==> src/common/versatMem_cfg.svh <==
`ifndef VERSATMEM_CFG_SVH
`define VERSATMEM_CFG_SVH

`define VM_DATA_W 32
`define VM_ADDR_W 7
`define VM_CNT_W 10
`define VM_APB_AW 9

// APB addresses count words
// memory window when the top address bit is set
`define VM_REG_CTRL 0
`define VM_REG_STATUS 1

// port A registers, port B sits one stride above
`define VM_REG_START 8
`define VM_REG_INCR 9
`define VM_REG_SHIFT 10
`define VM_REG_ITER 11
`define VM_REG_PER 12
`define VM_REG_DUTY 13
`define VM_REG_DELAY 14
`define VM_REG_FLAGS 15
`define VM_PORT_STRIDE 8

// status bits
`define VM_STAT_DONE 0
`define VM_STAT_RUN 1

// flag bits
`define VM_FLAG_WR 0
`define VM_FLAG_EXT 1
`define VM_FLAG_REV 2

`endif

==> src/common/versatMemPkg.sv <==
`include "versatMem_cfg.svh"

package versatMemPkg;

   // one stream or memory word
   typedef logic [`VM_DATA_W-1:0] dataT;

   // word address into the RAM
   typedef logic [`VM_ADDR_W-1:0] memAddrT;

   // period, duty, delay and iteration counts
   typedef logic [`VM_CNT_W-1:0] cntT;

   // address generator states
   typedef enum logic [1:0] {
      IDLE,
      DELAY,
      RUN,
      FINISH
   } genStateT;

endpackage

==> src/addrGen/addrGen.sv <==
module addrGen (
   input  logic                  clk,
   input  logic                  rst,
   input  logic                  run,
   input  versatMemPkg::memAddrT start,
   input  versatMemPkg::memAddrT incr,
   input  versatMemPkg::memAddrT shift,
   input  versatMemPkg::cntT     iterations,
   input  versatMemPkg::cntT     period,
   input  versatMemPkg::cntT     duty,
   input  versatMemPkg::cntT     delay,
   output versatMemPkg::memAddrT addr,
   output logic                  en,
   output logic                  genDone
);
   import versatMemPkg::*;

   genStateT state;
   cntT      delayCnt;
   cntT      stepCnt;
   cntT      iterCnt;
   memAddrT  rowBase;
   memAddrT  addrR;
   logic     emptyPat;
   logic     lastStep;
   logic     lastIter;

   // nothing to emit when either loop bound is zero
   assign emptyPat = (iterations == '0) || (period == '0);
   assign lastStep = (stepCnt == period - cntT'(1));
   assign lastIter = (iterCnt == iterations - cntT'(1));

   always_ff @(posedge clk or posedge rst) begin
      if (rst) begin
         state    <= IDLE;
         delayCnt <= '0;
         stepCnt  <= '0;
         iterCnt  <= '0;
         rowBase  <= '0;
         addrR    <= '0;
      end else if (run) begin
         rowBase  <= start;
         addrR    <= start;
         stepCnt  <= '0;
         iterCnt  <= '0;
         delayCnt <= delay - cntT'(1);
         if (delay != '0) begin
            state <= DELAY;
         end else if (emptyPat) begin
            state <= FINISH;
         end else begin
            state <= RUN;
         end
      end else begin
         case (state)
            DELAY: begin
               if (delayCnt == '0) begin
                  state <= emptyPat ? FINISH : RUN;
               end else begin
                  delayCnt <= delayCnt - cntT'(1);
               end
            end
            RUN: begin
               if (lastStep) begin
                  stepCnt <= '0;
                  if (lastIter) begin
                     state <= FINISH;
                  end else begin
                     // next row starts one shift above the previous row
                     iterCnt <= iterCnt + cntT'(1);
                     rowBase <= rowBase + shift;
                     addrR   <= rowBase + shift;
                  end
               end else begin
                  stepCnt <= stepCnt + cntT'(1);
                  addrR   <= addrR + incr;
               end
            end
            default: begin
               state <= state;
            end
         endcase
      end
   end

   assign addr = addrR;

   // duty cycles of each period carry an access
   assign en = (state == RUN) && (stepCnt < duty);

   assign genDone = ((state == IDLE) || (state == FINISH)) && !run;

endmodule

==> config.mk <==
export PLATFORM = sky130hd
export DESIGN_NAME = addrGen
export DESIGN_NICKNAME = d
export VERILOG_FILES = /design/src/common/versatMemPkg.sv /design/src/addrGen/addrGen.sv
export VERILOG_INCLUDE_DIRS = /design/src /design/src/common
export SDC_FILE = /design/constraint.sdc
export NUM_CORES = 1
export LEC_CHECK = 0
export BUFFER_PORTS_ARGS = -buffer_cell sky130_fd_sc_hd__buf_4
export CAP_MARGIN = 30
export CORE_ASPECT_RATIO = 0.5
export CORE_MARGIN = 2
export CORE_UTILIZATION = 26
export DETAILED_ROUTE_END_ITERATION = 10
export MAX_ROUTING_LAYER = met4
export PLACE_DENSITY = 0.51
export SYNTH_ARGS = -nofsm -noshare
export SYNTH_HDL_FRONTEND = slang
export SYNTH_SLANG_ARGS = --single-unit
==> constraint.sdc <==
create_clock -name clk -period 2.5 [get_ports clk]
set_input_delay 0.25 -clock clk [delete_from_list [all_inputs] [get_ports clk]]
set_output_delay 0.25 -clock clk [all_outputs]
set_load 0.01 [all_outputs]
-- Word level (Yosys, flattened, before mapping)
Cells that the tools add are included.
Widths: inputs -> output; s select.
- register bits: 46
- input port bits: 64
- output and inout port bits: 9
- word-level logic and storage cells: 68
- add/sub/neg operators: 8
- magnitude comparators: 1
- equal/unequal tests: 11
- muxes and demuxes: 24
- reduce and logical (&&, ||, !) cells: 18
- operators by type and width (kind ; number):
    $mux 10 ; 10
    $mux 7 ; 7
    $sub 10x1->10 const B ; 4
    $logic_not 10->1 ; 3
    $add 10x1->10 const B ; 2
    $eq 10x10->1 ; 2
    $add 7x7->7 ; 2
    $ne 3x3->1 const B ; 4
    $lt 10x10->1 ; 1
    $mux 2 ; 5
    $reduce_bool 10->1 ; 1
    $reduce_bool 2->1 ; 3
    $eq 2x2->1 const B ; 2
    $ne 2x2->1 const B ; 2
    $pmux 2 s2 ; 1
    $reduce_and 2->1 ; 2
    $reduce_and 4->1 ; 1
    $reduce_and 3->1 ; 1
    $reduce_bool 3->1 ; 1
    $eq 2x1->1 const B ; 1
    $logic_and 1x1->1 ; 2
    $logic_not 2->1 ; 1
    $logic_or 1x1->1 ; 2
    $logic_not 1->1 ; 1
    $mux 1 ; 1

-- Logic depth before layout (Yosys ltp)
Gate-level depths: netlist of run 1.
- depth after elaboration: 6
- depth in mapped cells: 10
- gate-level depth less buffers: 10

-- Least setup slack after synthesis of run 1
No wires, ideal clock.
- path kind: input to register
- start: input port period[0]
- end: register iterCnt[5]
- setup time: 128 ps
- arrival: 2637 ps
- data required time: 2372 ps
- slack: -264 ps
- stages: 10
- path buffers: 1
- path through: inv_1 ha_1 nor3b_1 a2bb2o_1 or4b_2 nand2_1 o2111ai_2 buf_2 nor3_1 mux2_1
- longest elaborated chain between the ends: 4
- ends and longest elaborated chain (element ; RTL line ; source):
    from (decl) ; addrGen.sv:9 ; input versatMemPkg::cntT period,
    $sub 10x1->10 ; addrGen.sv:30 ; assign lastStep = (stepCnt == period - cntT'(1));
    $eq 10x10->1 ; addrGen.sv:30 ;
    $reduce_bool 2->1 (no line) ; - ;
    $reduce_and 3->1 (no line) ; - ;
    to (signal assigned) ; addrGen.sv:70 ; iterCnt <= iterCnt + cntT'(1);
    to (decl) ; addrGen.sv:21 ; cntT iterCnt;
No other way between the ends.
A chain may end at the register's enable or synchronous reset.

-- Final worst setup path of run 1
- start: input port iterations[6]
- end: register addrR[1], in the netlist addr[1]
- longest elaborated chain between the ends: 4
- ends and longest elaborated chain (element ; RTL line ; source):
    from (decl) ; addrGen.sv:8 ; input versatMemPkg::cntT iterations,
    $sub 10x1->10 ; addrGen.sv:31 ; assign lastIter = (iterCnt == iterations - cntT'(1));
    $eq 10x10->1 ; addrGen.sv:31 ;
    $ne 3x3->1 (no line) ; - ;
    $reduce_and 2->1 (no line) ; - ;
    to (signal assigned) ; addrGen.sv:43 ; addrR <= start;
    to (signal assigned) ; addrGen.sv:72 ; addrR <= rowBase + shift;
    to (signal assigned) ; addrGen.sv:76 ; addrR <= addrR + incr;
    to (decl) ; addrGen.sv:23 ; memAddrT addrR;
No other way between the ends.

==> reports/metrics.cfg, run 1 <==
[status]
status=finished with violations
violations=setup timing

[setup_path]
cp-start-kind=input port
rr_worst_depth=8
slowest_stage=or4_4
required_ns=2.67
worstPathMaxFanout=6
crit_type=in -> reg
arrival_ns=2.75
path_depth=9
r2r_setup_slack_ns=-0.04
slowest_delay_ns=0.52
path_cells=buf_6 > or4_4 > or3_4 > a211oi_4 > o2111ai_4 > buf_12 > nor4_4 > nor2_4 > a221o_1
r2r_end=addr[1]
cp_top_family=simple AND/OR/NAND/NOR gates
end_kind=flip-flop
r2r_start=stepCnt[2]
path_buf_inv=2

[sta]
setup_viol=8
hold_viol_final=0
timing.final.ws_setup_ns=-0.0781
slew-limit-headroom_pct=55.0
tightest_slew_ns=0.675
rsz0062_at_grt=yes
period_share_pct=103
maxSlewViolCount=0
fmax_mhz=388
finalSetupTns_ns=-0.518
skew_ns=0.00852
period_minus_slack_ns=2.58

[grt]
grt_pass1_wl_um=19700
antenna_found_initial=0
grt_pass1_vias=3992
grt_max_degree=54
grt_usage_pct=14.5
grt_remaining_overflow=0

[route]
drtIter0Drc=256
drc=0
drt-pass1-iter-count=4
wl_per_cell_um=14.3
antenna_left=0
vias_per_cell=4.90
vias=4153
routed_wl_um=12100

[place]
gp_congestion=0.848
hpwlAfterDp_um=9310
portBuffers=72

[layout]
final_common_cell=buf_4
nNetsFinal=717
area_growth_pct=39.5
diodes=0
mostFrequentLayoutCells=buf_4, dfrtp_1, ha_1, a21oi_1
drive_gt1_share_pct=32.9
n_fill_cell=1681
post-route-util_pct=36.9

[run]
drv_cap=0

[synth]
synthesis.area_mm2=0.00430
ys_seq_area_share_pct=26.8
synth_top_flop_cell=dfrtp_1
synth_nets=590
async_reset_ff_share_pct=100
synth_top_area_share_pct=26.8
yosysUniqueCellTypes=71
ys_top_cells_by_area=dfrtp_1, ha_1, xnor2_1, a21oi_1, mux2i_1
yosysTopAreaCell=dfrtp_1
yosys_register_bits=46
synth.avg_cell_area_um2=8.70
synth_warnings=0
synth_cells=494
synth_edf_count=0

[power_and_ir_drop]
powerDensity_mw_per_mm2=368
irDropWorstVdd_v=0.000231
p_leak_uw=0.00268

[die]
pin_count=73
core_area_mm2=0.0163
initial_utilization_pct=26.4
dieArea_mm2=0.0176
dieHeight_um=94.9
die_w_um=186
core.rowCount=33

[worst_hold_path]
min_path_type=in -> async

[clock_tree]
cts-buffers-inserted=5
tritoncts=done
clkSinkCount=46
clock_path_buffers=2
clk_pin_slew_ns=0.07
cts_max_level=2
root_buffer=clkbuf_16
clock_latency_ns=0.29

==> cell usage after synthesis (4+ instances only) <==
| cell type | number |
|---|---|
| o21ai_1 | 4 |
| and3_1 | 6 |
| a31oi_1 | 13 |
| mux2_2 | 8 |
| a21o_1 | 6 |
| or3_1 | 5 |
| nor2b_1 | 21 |
| nand3b_1 | 4 |
| a21oi_1 | 30 |
| mux2_1 | 4 |
| nor4_1 | 7 |
| a221o_1 | 6 |
| a22o_1 | 6 |
| dfrtp_1 | 46 |
| mux2i_1 | 15 |
| o31ai_1 | 4 |
| clkbuf_1 | 16 |
| nand2b_1 | 16 |
| nand3_1 | 11 |
| ha_1 | 30 |
| a211oi_1 | 4 |
| nand2_1 | 27 |
| o21ai_0 | 22 |
| inv_1 | 27 |
| nor2_1 | 27 |
| nor3b_1 | 5 |
| xnor2_1 | 20 |
| nor3_1 | 17 |
| xor2_1 | 14 |
| o21a_1 | 5 |
==> what timing repair did <==
item	CTS	global route
setup endpoints to repair	23	30
setup buffers	1	5
hold buffers	0	0
gates resized for setup	20	28
pin swaps	7	20
==> power by group <==
part	leakage [uW]	switching [uW]	total (uW)	internal, uW
Clock	0.0000629	293	660	366
Sequential	0.000592	59.5	861	802
Combinational	0.00203	344	688	343
==> area by class of cell <==
cell class | instances | area (um2) | area share, %
Multi-Input combinational cell | 399 | 3210 | 53.6
Sequential cell | 46 | 1150 | 19.2
Timing Repair Buffer | 141 | 1110 | 18.4
Tap cell | 227 | 284 | 4.74
Clock buffer | 6 | 129 | 2.15
Inverter | 28 | 105 | 1.75
Clock inverter | 1 | 7.51 | 0.125
==> worst min-delay path, stage by stage <==
cell   delay [ns]
buf_4        0.11
inv_2        0.03
buf_4        0.50
==> flip-flops by register name, indices dropped and copies added (netlist names) <==
| name | cells |
|---|---|
| addr | 7 |
| delayCnt | 10 |
| rowBase | 7 |
| iterCnt | 10 |
| state | 2 |
| stepCnt | 10 |
==> kinds of logic after synthesis <==
group                    share of synthesized area [%]
AND/OR/NAND/NOR                                   23.4
buffers and inverters                             4.48
adder cells (fa/ha/maj)                           9.66
flip-flops                                        26.8
AO/OA/AOI/OAI                                     22.1
multiplexers                                      6.64
XOR/XNOR                                          6.93
==> worst max path at each step <==
stage / start / to
5_1_grt: stepCnt[2] / addr[3]
2_1_floorplan: period[1] / addr[1]
3_3_place_gp: iterations[4] / rowBase[6]
4_1_cts: stepCnt[2] / addr[3]
3_5_place_dp: iterations[0] / rowBase[6]
6_report: iterations[6] / addr[1]
==> routing by layer <==
| layer | global-route usage, % | share of wire, % | up-vias |
|---|---|---|---|
| met2 | 23.3 | 47 | 53 |
| li1 | - | - | 2091 |
| met4 | 3.28 | 1.0 | 0 |
| met5 | - | 0 | - |
| met3 | 2.04 | 2.3 | 14 |
| met1 | 19.3 | 50 | 1995 |
==> stage by stage <==
step / hold WS (ns) / instance area [um2] / power (uW) / setup WS [ns] / std cells
after floorplan: 0.377 / 4350 / 1270 / -0.241 / 494
after global placement: 0.483 / 5570 / 1530 / -0.361 / 836
after detailed placement: 0.477 / 5570 / 1540 / -0.393 / 836
after CTS: 0.162 / 5830 / 2220 / -0.0501 / 844
after global routing: 0.195 / 6000 / 2350 / -0.154 / 848
final: 0.130 / 6000 / 2210 / -0.0781 / 848
Power figures use the tool's default switching activity.
==> run 2: changes to the inputs <==
SKIP_LAST_GASP = 1   (was unset)
==> run 2 against run 1 <==
  * The flow still finishes with violations (setup timing)
  * Combinational power barely moved
  * Critical endpoint unchanged
  * Sequential power barely moved
  * Cell count did not move
==> reports/metrics.cfg, run 2 (same netlist as run 1, synthesis figures left out) <==
[grt]
grt_usage_pct=14.5  ; unchanged
grt_max_degree=54  ; unchanged
antenna_found_initial=0  ; unchanged
grt_pass1_vias=3992  ; unchanged
grt_remaining_overflow=0  ; unchanged
grt_pass1_wl_um=19700  ; unchanged

[sta]
rsz0062_at_grt=yes
period_minus_slack_ns=2.58  ; -0.00245 ns
hold_viol_final=0  ; unchanged
maxSlewViolCount=0  ; unchanged
timing.final.ws_setup_ns=-0.0756  ; +0.00245 ns
period_share_pct=103  ; about the same
tightest_slew_ns=0.677  ; +0.00128 ns
fmax_mhz=388  ; about the same
setup_viol=9  ; +1
slew-limit-headroom_pct=54.9  ; -0.085 points
skew_ns=0.00858  ; +0.0000566 ns

[place]
hpwlAfterDp_um=9310  ; unchanged
gp_congestion=0.848  ; unchanged
portBuffers=72  ; unchanged
dp_cells=836  ; unchanged

[die]
core_area_mm2=0.0163  ; unchanged
initial_utilization_pct=26.4  ; unchanged
die_w_um=186  ; unchanged
pin_count=73  ; unchanged
dieArea_mm2=0.0176  ; unchanged
core.rowCount=33  ; unchanged
dieHeight_um=94.9  ; unchanged

[layout]
final_cells=848  ; unchanged
mostFrequentLayoutCells=buf_4, dfrtp_1, ha_1, a21oi_1
diodes=0  ; unchanged
post-route-util_pct=36.8  ; -0.069 points
area_growth_pct=39.2
n_fill_cell=1683  ; +0.12%
nNetsFinal=717  ; unchanged
final_common_cell=buf_4
top_regs=delayCnt: 10 flops, iterCnt: 10 flops, stepCnt: 10 flops
drive_gt1_share_pct=32.7  ; -0.16 points

[power_and_ir_drop]
p_leak_uw=0.00268  ; about the same
irDropWorstVdd_v=0.000231  ; about the same
powerDensity_mw_per_mm2=369  ; +0.18%
fin_total_pwr_uw=2210  ; about the same

[setup_path]
cp-start-kind=input port
path_buf_inv=2  ; unchanged
slowest_stage=or4_4
r2r_end=addr[1]
path_cells=buf_6 > or4_4 > or3_4 > a211oi_4 > o2111ai_4 > buf_12 > nor4_4 > nor2_4 > a221o_1
rr_worst_depth=8  ; unchanged
slowest_delay_ns=0.52  ; about the same
r2r_start=stepCnt[2]
crit_type=in -> reg
end_kind=flip-flop
cp_top_family=simple AND/OR/NAND/NOR gates
required_ns=2.67  ; about the same
worstPathMaxFanout=6  ; unchanged
r2r_setup_slack_ns=-0.03  ; about the same
arrival_ns=2.75  ; about the same

[status]
violations=setup timing
status=finished with violations

[run]
drv_cap=0  ; unchanged

[clock_tree]
tritoncts=done
clock_path_buffers=2  ; unchanged
cts-buffers-inserted=5  ; unchanged
clock_latency_ns=0.29  ; about the same
cts-hold-fix-buffers=0  ; unchanged
cts_max_level=2  ; unchanged
clk_pin_slew_ns=0.07  ; about the same
clkSinkCount=46  ; unchanged
root_buffer=clkbuf_16

[route]
drtIter0Drc=241  ; -5.9%
wl_per_cell_um=14.2  ; -0.19%
vias_per_cell=4.90  ; about the same
routed_wl_um=12100  ; -0.19%
antenna_left=0  ; unchanged
drt-pass1-iter-count=4  ; unchanged
vias=4154  ; +0.024%
drc=0  ; unchanged

[worst_hold_path]
min_path_type=in -> async

run 2: how the worst max path moves through the flow:
stage	start	end	slack [ns]	cells past startpoint
floorplan	period[1]	addr[1]	-0.24	8
global placement	iterations[4]	rowBase[6]	-0.36	9
detailed placement	iterations[0]	rowBase[6]	-0.39	11
CTS	stepCnt[2]	addr[3]	-0.05	8
global route	stepCnt[2]	addr[3]	-0.15	8
finish	iterations[6]	addr[1]	-0.08	9
run 2: worst min-delay path: stages:
cell and delay (ns):
buf_4 0.11, inv_2 0.03, buf_4 0.50
run 2: cell type report:
class	count	area [um2]	share of cell area, %
inverters	28	105	1.76
clock buffers	6	129	2.15
repair buffers	141	1100	18.4
clock inverters	1	7.51	0.125
flip-flops and latches	46	1150	19.2
multi-input cells	399	3210	53.6
well taps	227	284	4.75
run 2: what timing repair did:
action | CTS | global route
pin swaps | 7 | 19
setup buffers | 1 | 5
resized for setup | 20 | 25
endpoints found under the setup margin | 23 | 30
run 2: per-layer routing:
| layer | share of wire (%) | vias up | global-route usage (%) |
|---|---|---|---|
| met1 | 50 | 1986 | 19.3 |
| li1 | - | 2091 | - |
| met5 | 0 | - | - |
| met4 | 1.0 | 0 | 3.28 |
| met2 | 47 | 63 | 23.3 |
| met3 | 2.8 | 14 | 2.04 |
run 2: through the flow:
| stage | TNS (ns) | hold WS, ns | instance area, um2 | worst slack (ns) |
|---|---|---|---|---|
| final | -0.511 | 0.133 | 5980 | -0.0756 |
| after global routing | -1.89 | 0.195 | 5980 | -0.154 |
| after CTS | -0.308 | 0.162 | 5830 | -0.0501 |
| after detailed placement | -9.27 | 0.477 | 5570 | -0.393 |
| after global placement | -8.07 | 0.483 | 5570 | -0.361 |
| after floorplan | -2.42 | 0.377 | 4350 | -0.241 |
run 2: report_power, final:
part,internal [uW],total (uW),switching (uW)
Combinational,343,688,345
Clock,366,659,293
Sequential,802,861,59.5
